--- src/logic/axis_in_pkg.sv ---
//==========================================================================
// Shared constants of the AXI-Stream input peripheral: default widths,
// register map and the bit positions inside CTRL and STATUS
//==========================================================================

package axis_in_pkg;

   // Default datapath sizes
   localparam int TDATA_W_DEF = 8;
   localparam int LANES_DEF   = 4;
   localparam int ADDR_W_DEF  = 4;

   // Register port widths
   localparam int CSR_ADDR_W = 3;
   localparam int CSR_DATA_W = 32;

   // Register map
   localparam logic [CSR_ADDR_W-1:0] CSR_CTRL   = 3'd0;
   localparam logic [CSR_ADDR_W-1:0] CSR_THRESH = 3'd1;
   localparam logic [CSR_ADDR_W-1:0] CSR_STATUS = 3'd2;
   localparam logic [CSR_ADDR_W-1:0] CSR_LEVEL  = 3'd3;
   localparam logic [CSR_ADDR_W-1:0] CSR_NWORDS = 3'd4;
   localparam logic [CSR_ADDR_W-1:0] CSR_DATA   = 3'd5;

   // CTRL bits; MODE set selects the system stream output
   localparam int CTRL_ENABLE   = 0;
   localparam int CTRL_MODE     = 1;
   localparam int CTRL_SOFT_RST = 2;

   // STATUS bits
   localparam int ST_EMPTY = 0;
   localparam int ST_FULL  = 1;
   localparam int ST_TLAST = 2;

endpackage
--- src/logic/axis_in_top.sv ---
//==========================================================================
// AXI-Stream input peripheral top: packer, lane banks, reader, registers
//==========================================================================

module axis_in_top
   import axis_in_pkg::*;
#(
   parameter  int TDATA_W = TDATA_W_DEF,
   parameter  int LANES   = LANES_DEF,
   parameter  int ADDR_W  = ADDR_W_DEF,
   localparam int DATA_W  = TDATA_W * LANES
) (
   input  logic                  clk_i,
   input  logic                  rst_n_i,
   input  logic                  axis_tvalid_i,
   output logic                  axis_tready_o,
   input  logic [   TDATA_W-1:0] axis_tdata_i,
   input  logic                  axis_tlast_i,
   output logic                  sys_tvalid_o,
   input  logic                  sys_tready_i,
   output logic [    DATA_W-1:0] sys_tdata_o,
   input  logic                  csr_we_i,
   input  logic                  csr_re_i,
   input  logic [CSR_ADDR_W-1:0] csr_addr_i,
   input  logic [CSR_DATA_W-1:0] csr_wdata_i,
   output logic [CSR_DATA_W-1:0] csr_rdata_o,
   output logic                  csr_rvalid_o,
   output logic                  interrupt_o
);

   logic                  sw_rst;
   logic                  enable;
   logic                  mode;
   logic [     LANES-1:0] lane_we;
   logic [   TDATA_W-1:0] lane_wdata;
   logic [    ADDR_W-1:0] wr_addr;
   logic                  word_commit;
   logic [CSR_DATA_W-1:0] nwords;
   logic                  tlast_seen;
   logic                  rd_en;
   logic [    ADDR_W-1:0] rd_addr;
   logic [    DATA_W-1:0] rd_data;
   logic                  fifo_full;
   logic                  fifo_empty;
   logic [      ADDR_W:0] level;
   logic                  out_valid;
   logic [    DATA_W-1:0] out_data;
   logic                  data_pop;

   axis_in_packer #(
      .TDATA_W(TDATA_W),
      .LANES  (LANES),
      .ADDR_W (ADDR_W)
   ) packer_i (
      .clk_i        (clk_i),
      .rst_n_i      (rst_n_i),
      .sw_rst_i     (sw_rst),
      .enable_i     (enable),
      .mode_i       (mode),
      .fifo_full_i  (fifo_full),
      .axis_tvalid_i(axis_tvalid_i),
      .axis_tdata_i (axis_tdata_i),
      .axis_tlast_i (axis_tlast_i),
      .axis_tready_o(axis_tready_o),
      .lane_we_o    (lane_we),
      .lane_wdata_o (lane_wdata),
      .wr_addr_o    (wr_addr),
      .word_commit_o(word_commit),
      .nwords_o     (nwords),
      .tlast_seen_o (tlast_seen)
   );

   // Lane 0 sits in the lowest bits of the packed word
   for (genvar i = 0; i < LANES; i++) begin : gen_lane
      axis_in_lane_ram #(
         .TDATA_W(TDATA_W),
         .ADDR_W (ADDR_W)
      ) lane_ram_i (
         .clk_i  (clk_i),
         .we_i   (lane_we[i]),
         .waddr_i(wr_addr),
         .wdata_i(lane_wdata),
         .re_i   (rd_en),
         .raddr_i(rd_addr),
         .rdata_o(rd_data[i*TDATA_W+:TDATA_W])
      );
   end

   axis_in_reader #(
      .TDATA_W(TDATA_W),
      .LANES  (LANES),
      .ADDR_W (ADDR_W)
   ) reader_i (
      .clk_i        (clk_i),
      .rst_n_i      (rst_n_i),
      .sw_rst_i     (sw_rst),
      .mode_i       (mode),
      .word_commit_i(word_commit),
      .rd_data_i    (rd_data),
      .data_pop_i   (data_pop),
      .sys_tready_i (sys_tready_i),
      .rd_en_o      (rd_en),
      .rd_addr_o    (rd_addr),
      .fifo_full_o  (fifo_full),
      .fifo_empty_o (fifo_empty),
      .level_o      (level),
      .out_valid_o  (out_valid),
      .out_data_o   (out_data),
      .sys_tvalid_o (sys_tvalid_o),
      .sys_tdata_o  (sys_tdata_o)
   );

   axis_in_csr #(
      .TDATA_W(TDATA_W),
      .LANES  (LANES),
      .ADDR_W (ADDR_W)
   ) csr_i (
      .clk_i       (clk_i),
      .rst_n_i     (rst_n_i),
      .csr_we_i    (csr_we_i),
      .csr_re_i    (csr_re_i),
      .csr_addr_i  (csr_addr_i),
      .csr_wdata_i (csr_wdata_i),
      .level_i     (level),
      .fifo_empty_i(fifo_empty),
      .fifo_full_i (fifo_full),
      .tlast_seen_i(tlast_seen),
      .nwords_i    (nwords),
      .out_valid_i (out_valid),
      .out_data_i  (out_data),
      .csr_rdata_o (csr_rdata_o),
      .csr_rvalid_o(csr_rvalid_o),
      .enable_o    (enable),
      .mode_o      (mode),
      .sw_rst_o    (sw_rst),
      .data_pop_o  (data_pop),
      .interrupt_o (interrupt_o)
   );

endmodule

--- src/logic/axis_in_csr.sv ---
//==========================================================================
// Register file: CTRL and THRESH, soft reset pulse, read data path,
// DATA register pop and the FIFO level interrupt
//==========================================================================

module axis_in_csr
   import axis_in_pkg::*;
#(
   parameter  int TDATA_W = TDATA_W_DEF,
   parameter  int LANES   = LANES_DEF,
   parameter  int ADDR_W  = ADDR_W_DEF,
   localparam int DATA_W  = TDATA_W * LANES
) (
   input  logic                  clk_i,
   input  logic                  rst_n_i,
   input  logic                  csr_we_i,
   input  logic                  csr_re_i,
   input  logic [CSR_ADDR_W-1:0] csr_addr_i,
   input  logic [CSR_DATA_W-1:0] csr_wdata_i,
   input  logic [      ADDR_W:0] level_i,
   input  logic                  fifo_empty_i,
   input  logic                  fifo_full_i,
   input  logic                  tlast_seen_i,
   input  logic [CSR_DATA_W-1:0] nwords_i,
   input  logic                  out_valid_i,
   input  logic [    DATA_W-1:0] out_data_i,
   output logic [CSR_DATA_W-1:0] csr_rdata_o,
   output logic                  csr_rvalid_o,
   output logic                  enable_o,
   output logic                  mode_o,
   output logic                  sw_rst_o,
   output logic                  data_pop_o,
   output logic                  interrupt_o
);

   logic                  enable_q;
   logic                  mode_q;
   logic                  sw_rst_q;
   logic [      ADDR_W:0] thresh_q;
   logic [CSR_DATA_W-1:0] rdata_d;
   logic [CSR_DATA_W-1:0] rdata_q;
   logic                  rvalid_q;
   logic                  ctrl_wr;

   assign ctrl_wr = csr_we_i & (csr_addr_i == CSR_CTRL);

   always_ff @(posedge clk_i) begin
      if (!rst_n_i) begin
         enable_q <= 1'b0;
         mode_q   <= 1'b0;
         sw_rst_q <= 1'b0;
         thresh_q <= '0;
      end else begin
         // Soft reset bit is never stored, only pulsed
         sw_rst_q <= ctrl_wr & csr_wdata_i[CTRL_SOFT_RST];
         if (ctrl_wr) begin
            enable_q <= csr_wdata_i[CTRL_ENABLE];
            mode_q   <= csr_wdata_i[CTRL_MODE];
         end
         if (csr_we_i && csr_addr_i == CSR_THRESH) begin
            thresh_q <= csr_wdata_i[ADDR_W:0];
         end
      end
   end

   always_comb begin
      rdata_d = '0;
      case (csr_addr_i)
         CSR_CTRL: begin
            rdata_d[CTRL_ENABLE] = enable_q;
            rdata_d[CTRL_MODE]   = mode_q;
         end
         CSR_THRESH: rdata_d = CSR_DATA_W'(thresh_q);
         CSR_STATUS: begin
            rdata_d[ST_EMPTY] = fifo_empty_i;
            rdata_d[ST_FULL]  = fifo_full_i;
            rdata_d[ST_TLAST] = tlast_seen_i;
         end
         CSR_LEVEL:  rdata_d = CSR_DATA_W'(level_i);
         CSR_NWORDS: rdata_d = nwords_i;
         // Nothing held reads as zero
         CSR_DATA:   rdata_d = out_valid_i ? CSR_DATA_W'(out_data_i) : '0;
         default:    rdata_d = '0;
      endcase
   end

   always_ff @(posedge clk_i) begin
      if (!rst_n_i) begin
         rvalid_q <= 1'b0;
      end else begin
         rvalid_q <= csr_re_i;
      end
   end

   always_ff @(posedge clk_i) begin
      if (csr_re_i) begin
         rdata_q <= rdata_d;
      end
   end

   assign csr_rdata_o  = rdata_q;
   assign csr_rvalid_o = rvalid_q;
   assign enable_o     = enable_q;
   assign mode_o       = mode_q;
   assign sw_rst_o     = sw_rst_q;

   // Pop only in register mode and only a word that is really there
   assign data_pop_o = csr_re_i & (csr_addr_i == CSR_DATA) & ~mode_q & out_valid_i;

   // Threshold of zero keeps the interrupt off
   assign interrupt_o = (thresh_q != '0) & (level_i >= thresh_q);

endmodule

--- src/logic/axis_in_reader.sv ---
//==========================================================================
// FIFO read side: read pointer, word count, flags and the one-word
// holding stage that feeds the system stream and the DATA register
//==========================================================================

module axis_in_reader
   import axis_in_pkg::*;
#(
   parameter  int TDATA_W = TDATA_W_DEF,
   parameter  int LANES   = LANES_DEF,
   parameter  int ADDR_W  = ADDR_W_DEF,
   localparam int DATA_W  = TDATA_W * LANES
) (
   input  logic              clk_i,
   input  logic              rst_n_i,
   input  logic              sw_rst_i,
   input  logic              mode_i,
   input  logic              word_commit_i,
   input  logic [DATA_W-1:0] rd_data_i,
   input  logic              data_pop_i,
   input  logic              sys_tready_i,
   output logic              rd_en_o,
   output logic [ADDR_W-1:0] rd_addr_o,
   output logic              fifo_full_o,
   output logic              fifo_empty_o,
   output logic [  ADDR_W:0] level_o,
   output logic              out_valid_o,
   output logic [DATA_W-1:0] out_data_o,
   output logic              sys_tvalid_o,
   output logic [DATA_W-1:0] sys_tdata_o
);

   localparam int DEPTH = 2 ** ADDR_W;

   logic [ADDR_W-1:0] rd_ptr_q;
   logic [  ADDR_W:0] count_q;
   logic              hold_q;
   logic              consume;

   // Held word leaves by sys_tready in stream mode, by a DATA read otherwise
   assign consume = hold_q & (mode_i ? sys_tready_i : data_pop_i);

   // Read as soon as the holding stage is free or freeing up
   assign rd_en_o   = (~hold_q | consume) & (count_q != '0);
   assign rd_addr_o = rd_ptr_q;

   assign fifo_full_o  = (count_q == (ADDR_W + 1)'(DEPTH));
   assign level_o      = count_q + {{ADDR_W{1'b0}}, hold_q};
   assign fifo_empty_o = (level_o == '0);

   // The bank output registers double as the holding stage data
   assign out_valid_o  = hold_q;
   assign out_data_o   = rd_data_i;
   assign sys_tvalid_o = hold_q & mode_i;
   assign sys_tdata_o  = rd_data_i;

   always_ff @(posedge clk_i) begin
      if (!rst_n_i || sw_rst_i) begin
         rd_ptr_q <= '0;
         count_q  <= '0;
      end else begin
         if (rd_en_o) begin
            rd_ptr_q <= rd_ptr_q + 1'b1;
         end
         case ({word_commit_i, rd_en_o})
            2'b10:   count_q <= count_q + 1'b1;
            2'b01:   count_q <= count_q - 1'b1;
            default: count_q <= count_q;
         endcase
      end
   end

   // Read in flight becomes the held word at the next edge
   always_ff @(posedge clk_i) begin
      if (!rst_n_i || sw_rst_i) begin
         hold_q <= 1'b0;
      end else if (rd_en_o) begin
         hold_q <= 1'b1;
      end else if (consume) begin
         hold_q <= 1'b0;
      end
   end

endmodule

--- src/logic/axis_in_packer.sv ---
//==========================================================================
// Input stream packer: handshake, lane select, tlast padding FSM,
// accepted beat counter and word commit towards the lane banks
//==========================================================================

module axis_in_packer
   import axis_in_pkg::*;
#(
   parameter int TDATA_W = TDATA_W_DEF,
   parameter int LANES   = LANES_DEF,
   parameter int ADDR_W  = ADDR_W_DEF
) (
   input  logic                  clk_i,
   input  logic                  rst_n_i,
   input  logic                  sw_rst_i,
   input  logic                  enable_i,
   input  logic                  mode_i,
   input  logic                  fifo_full_i,
   input  logic                  axis_tvalid_i,
   input  logic [   TDATA_W-1:0] axis_tdata_i,
   input  logic                  axis_tlast_i,
   output logic                  axis_tready_o,
   output logic [     LANES-1:0] lane_we_o,
   output logic [   TDATA_W-1:0] lane_wdata_o,
   output logic [    ADDR_W-1:0] wr_addr_o,
   output logic                  word_commit_o,
   output logic [CSR_DATA_W-1:0] nwords_o,
   output logic                  tlast_seen_o
);

   localparam int LANE_W = (LANES > 1) ? $clog2(LANES) : 1;
   localparam logic [LANE_W-1:0] LAST_LANE = LANE_W'(LANES - 1);

   // FSM states
   localparam logic ST_ACCEPT = 1'b0;
   localparam logic ST_PAD    = 1'b1;

   logic                  state_q;
   logic [    LANE_W-1:0] lane_q;
   logic [    ADDR_W-1:0] wr_ptr_q;
   logic [CSR_DATA_W-1:0] nwords_q;
   logic                  tlast_seen_q;
   logic                  accept;
   logic                  lane_wr;
   logic                  last_lane;

   // Full blocks input outright, also for beats that would not commit
   assign axis_tready_o = enable_i & (state_q == ST_ACCEPT) & ~fifo_full_i &
                          ~(~mode_i & tlast_seen_q);

   assign accept    = axis_tvalid_i & axis_tready_o;
   assign lane_wr   = accept | (state_q == ST_PAD);
   assign last_lane = (lane_q == LAST_LANE);

   always_comb begin
      lane_we_o         = '0;
      lane_we_o[lane_q] = lane_wr;
   end

   // Zeros fill the upper lanes after a short packet
   assign lane_wdata_o  = (state_q == ST_PAD) ? '0 : axis_tdata_i;
   assign wr_addr_o     = wr_ptr_q;
   assign word_commit_o = lane_wr & last_lane;
   assign nwords_o      = nwords_q;
   assign tlast_seen_o  = tlast_seen_q;

   always_ff @(posedge clk_i) begin
      if (!rst_n_i || sw_rst_i) begin
         state_q  <= ST_ACCEPT;
         lane_q   <= '0;
         wr_ptr_q <= '0;
      end else begin
         if (lane_wr) begin
            lane_q <= last_lane ? '0 : lane_q + 1'b1;
         end
         if (word_commit_o) begin
            wr_ptr_q <= wr_ptr_q + 1'b1;
         end
         case (state_q)
            ST_ACCEPT: begin
               if (accept && axis_tlast_i && !last_lane) begin
                  state_q <= ST_PAD;
               end
            end
            default: begin
               if (last_lane) begin
                  state_q <= ST_ACCEPT;
               end
            end
         endcase
      end
   end

   // Beat count freezes once the tlast beat itself is counted
   always_ff @(posedge clk_i) begin
      if (!rst_n_i || sw_rst_i) begin
         nwords_q     <= '0;
         tlast_seen_q <= 1'b0;
      end else begin
         if (accept && !tlast_seen_q) begin
            nwords_q <= nwords_q + 1'b1;
         end
         if (accept && axis_tlast_i) begin
            tlast_seen_q <= 1'b1;
         end
      end
   end

endmodule

--- src/logic/axis_in_lane_ram.sv ---
//==========================================================================
// One lane bank of the word FIFO, simple dual port with registered read
//==========================================================================

module axis_in_lane_ram
   import axis_in_pkg::*;
#(
   parameter int TDATA_W = TDATA_W_DEF,
   parameter int ADDR_W  = ADDR_W_DEF
) (
   input  logic               clk_i,
   input  logic               we_i,
   input  logic [ ADDR_W-1:0] waddr_i,
   input  logic [TDATA_W-1:0] wdata_i,
   input  logic               re_i,
   input  logic [ ADDR_W-1:0] raddr_i,
   output logic [TDATA_W-1:0] rdata_o
);

   logic [TDATA_W-1:0] mem_q[2**ADDR_W];

   always_ff @(posedge clk_i) begin
      if (we_i) begin
         mem_q[waddr_i] <= wdata_i;
      end
   end

   // Output stays put until the next read, the reader relies on this
   always_ff @(posedge clk_i) begin
      if (re_i) begin
         rdata_o <= mem_q[raddr_i];
      end
   end

endmodule

--- config.mk ---
export PLATFORM = sky130hd
export DESIGN_NAME = axis_in_top
export DESIGN_NICKNAME = d
export VERILOG_FILES = /design/src/logic/axis_in_pkg.sv /design/src/logic/axis_in_top.sv /design/src/logic/axis_in_csr.sv /design/src/logic/axis_in_reader.sv /design/src/logic/axis_in_packer.sv /design/src/logic/axis_in_lane_ram.sv
export SDC_FILE = /design/constraint.sdc
export NUM_CORES = 1
export LEC_CHECK = 0
export BUFFER_PORTS_ARGS = -buffer_cell sky130_fd_sc_hd__clkbuf_2
export CORE_ASPECT_RATIO = 0.7
export CORE_MARGIN = 2
export CORE_UTILIZATION = 55
export CTS_CLUSTER_SIZE = 14
export DETAILED_ROUTE_END_ITERATION = 10
export HOLD_SLACK_MARGIN = 0.1
export PLACE_DENSITY_LB_ADDON = 0.05
export SLEW_MARGIN = 10
export SYNTH_ARGS = -nofsm -noshare
export SYNTH_HDL_FRONTEND = slang
export SYNTH_HIERARCHICAL = 1
export SYNTH_SLANG_ARGS = --single-unit
--- constraint.sdc ---
create_clock -name clk_i -period 9.55 [get_ports clk_i]
set_clock_uncertainty 0.1 [all_clocks]
set_input_delay 0.4775 -clock clk_i [delete_from_list [all_inputs] [get_ports clk_i]]
set_output_delay 0.4775 -clock clk_i [all_outputs]
set_load 0.1 [all_outputs]
==> summary.md <==
| Metric | Value |
|---|---|
| Status | completed |
| CTS tree | built |
| R2r endpoint | reader_i/count_q[4] |
| CTS Buffer Depth | 3 |
| Initial Utilization | 56.0% |
| Yosys top cell area share | 66.1% |
| Cells after synthesis | 1459 |
| First-pass GRT wire length | 85.2 mm |
| Detailed-route via count | 13500 |
| Post-CTS Hold Fix Bufs | 9 |
| Main area contributors after synthesis | edfxtp_1, mux4_2, mux4_1 |
| GRT Resource Usage Total | 23.3% |
| Max cap viols | 0 |
| M1 WL | 26.8 mm |
| FILL cells | 3354 |
| Flip-flop and latch count after synthesis | 635 |
| Inserted Diodes | 0 |
| Fin. Hold Viols | 0 |
| Post-CTS resize count | 0 |
| Final wirelength | 56.9 mm |
| Cell taking the most area after synthesis | edfxtp_1 |
| Crit end category | register |
| Hold slack | 245 ps |
| FF-to-FF Start | reader_i/count_q[1] |
| Maximum clock frequency | 241 MHz |
| Largest net degree at the start of global routing | 69 |
| VDD IR max | 0.000177 V |
| Clk root buf | clkbuf_16 |
| Top layer reached by signal wires | met4 |
| Grt ovf | 0 |
| Clk Latency, worst-skew pair | 610 ps |
| Period utilisation layout | 43.5% |
| WP data required | 9950 ps |
| TritonCTS buffer count | 58 |
| Layout cell share with drive strength beyond 1 | 19.3% |
| HP Class | input pin to register |
| CP arrival | 4550 ps |
| Final Util | 61.3% |
| Post-Syn Nets | 1526 |
| WL met3 | 3.58 mm |
| Die ar. | 49300 sq um |
| Final net count | 1583 |
| Unique masters post-synth | 67 |
| Ports | 118 |
| Sequential fraction of the synthesis area | 70.7% |
| LEAKAGE | 9.20 nW |
| Clock transition at path regs | 60 ps |
| Routability cong. | 0.831 |
| Mean post-synth cell area | 17.9 sq um |
| Setup violations, final | 0 |
| Core Region | 46700 sq um |
| Initial antenna violation count | 1 |
| Syn Std Cell Area | 26200 sq um |
| Pwr/cell area | 250 nW/um^2 |
| Die width | 265 um |
| Worst R2R Setup Slack | 5400 ps |
| Async set or reset register ratio after synthesis | 0% |
| Tmin final | 4150 ps |
| Max Slew Vio Count | 0 |
| Port Buf Inserts | 90 |
| Critical Path Start | reader_i/count_q[1] |
| Worst setup path endpoint | reader_i/count_q[4] |
| Detail Placement HPWL | 34.4 mm |
| Worst Hold Launch | csr_we_i |
| Pre-Repair DR Iteration Count | 7 |
| Post-route antenna net violation count | 0 |
| # H-tree levels | 2 |
| Sum of negative setup slack | 0 ps |
| Critical path fanouts, max | 10 |
| Worst-case reg-to-reg path depth | 13 |
| Critical path class | register to register |
| Postcts setup bufs | 0 |
| CTS Sinks | 635 |
| Vias/cell | 6.21 |
| Layout area overhead | 9.40% |
| Synth Flop Type | edfxtp_1 |
| Initial DRC Count | 1386 |
| Routed wire length on met2 | 25.7 mm |
| Unrepaired setup endpoints after global routing | false |
| Slew @ Worst Pin | 1100 ps |
| CP Launch Type | register |
| Die H | 186 um |
| Syn. warnings | 6 |
| Routed len/inst | 26.2 um |
| Rows | 66 |
| Post-synth EDFFs | 576 |
| Vias in the first global route | 13200 |
| DRC | 0 |
| Relative slew slack | 26.4% |
[synth_stat cells (3+ instances only)]
library cell,count
buf_6,14
xnor2_1,11
a21oi_1,35
and2_1,10
a22oi_1,66
inv_1,19
nand3_1,26
mux2i_1,15
xor2_1,7
nand4_1,6
nor3_1,20
clkbuf_1,10
or3b_2,4
nor4_1,4
a22o_1,27
nor2b_1,22
mux4_2,72
o21ai_0,14
or4_1,18
nand3b_1,13
o31ai_1,17
or3_1,8
and3_1,6
mux4_1,56
nand2_1,52
edfxtp_1,576
dfxtp_1,59
buf_4,71
a31oi_1,6
buf_1,3
and4_1,5
ha_1,17
buf_2,22
clkdlybuf4s25_2,12
nand2b_1,14
nor2_1,77
and2b_1,4
or3_2,4
a211oi_1,3
[routing by layer]
layer / up-vias / track usage (%)
met5: - / 0
met4: 0 / 5.31
met3: 60 / 3.14
met2: 430 / 34.4
met1: 7035 / 37.5
li1: 5978 / -
[cells by family after synthesis]
family | after synthesis | synth area share (%)
flip-flops | 635 | 70.7
adder cells (fa/ha/maj) | 17 | 0.813
AO/OA/AOI/OAI | 183 | 4.98
buffers and inverters | 152 | 4.00
AND/OR/NAND/NOR | 310 | 6.51
XOR/XNOR | 18 | 0.603
multiplexers | 144 | 12.4
[cell type report]
type,instances,area (sq um),share of cell area [%]
multi-input combinational,672,6700,23.4
sequential,635,18500,64.6
clock inverter,30,231,0.809
inverter,20,75.1,0.262
tap,612,766,2.68
clock buffer,76,1580,5.53
timing repair buffer,129,766,2.68
[cells in the final DEF, fill, tap and decap left out, types with 11 or more instances in the layout]
| cell type | netlist | layout |
|---|---|---|
| nand2b_1 | 14 | 14 |
| mux4_1 | 56 | 56 |
| ha_1 | 17 | 17 |
| o31ai_1 | 17 | 17 |
| a21oi_1 | 35 | 35 |
| xnor2_1 | 11 | 11 |
| inv_1 | 19 | 19 |
| clkinv_1 | 0 | 17 |
| mux4_2 | 72 | 72 |
| nand3b_1 | 13 | 13 |
| buf_4 | 71 | 30 |
| clkbuf_16 | 0 | 61 |
| edfxtp_1 | 576 | 576 |
| nand3_1 | 26 | 26 |
| dfxtp_1 | 59 | 57 |
| clkbuf_1 | 10 | 15 |
| mux2i_1 | 15 | 15 |
| a22o_1 | 27 | 27 |
| nor2b_1 | 22 | 14 |
| nand2_1 | 52 | 52 |
| clkbuf_2 | 0 | 90 |
| nor2_1 | 77 | 77 |
| or4_1 | 18 | 18 |
| nor3_1 | 20 | 17 |
| o21ai_0 | 14 | 14 |
| a22oi_1 | 66 | 66 |
[power breakdown]
part / internal [mW] / switching (mW)
Clock: 1.27 / 0.975
Combinational: 0.469 / 1.10
Sequential: 3.19 / 0.163
[stage by stage]
| step | instance area [sq um] | instances | setup slack (ps) | total power, mW |
|---|---|---|---|---|
| 6_report | 28600 | 2174 | 5400 | 7.16 |
| 5_1_grt | 28600 | 2174 | 5020 | 7.41 |
| 4_1_cts | 28600 | 2174 | 5450 | 7.22 |
| 3_5_place_dp | 26700 | 2059 | 5480 | 4.98 |
| 3_3_place_gp | 26700 | 2059 | 5500 | 4.97 |
| 2_1_floorplan | 26200 | 1459 | 6110 | 4.84 |
[critical path, cell delays in order (launching register included)]
cell     delay (ps)
dfxtp_1         420
or4_4           590
nor2_1          300
nor2b_1         130
a31oi_1         590
nor2_1          350
inv_1           180
ha_1            340
xor2_1          120
ha_1            220
inv_1            60
a32oi_1          90
a31oi_1         190
mux2_2          350
[state kept, by name (all words and copies together) (netlist names), 2 cells and up]
name	count
packer_i/wr_addr_o	4
packer_i/nwords_o	32
csr_i/thresh_q	5
reader_i/rd_addr_o	4
csr_i/csr_rdata_o	32
packer_i/lane_q	2
reader_i/count_q	5
gen_lane.lane_ram_i/rdata_o	32
gen_lane.lane_ram_i/mem_q	512
[how the worst min path moves through the flow]
stage	to	slack, ps	cells past startpoint
detailed placement	packer_i/lane_q[1]	400	2
CTS	csr_i/sw_rst_o	210	4
global route	csr_i/sw_rst_o	240	4
global placement	packer_i/lane_q[1]	380	2
finish	csr_i/sw_rst_o	240	4
floorplan	packer_i/nwords_o[31]	350	2
Note: power is estimated with default switching activity, not from simulation.
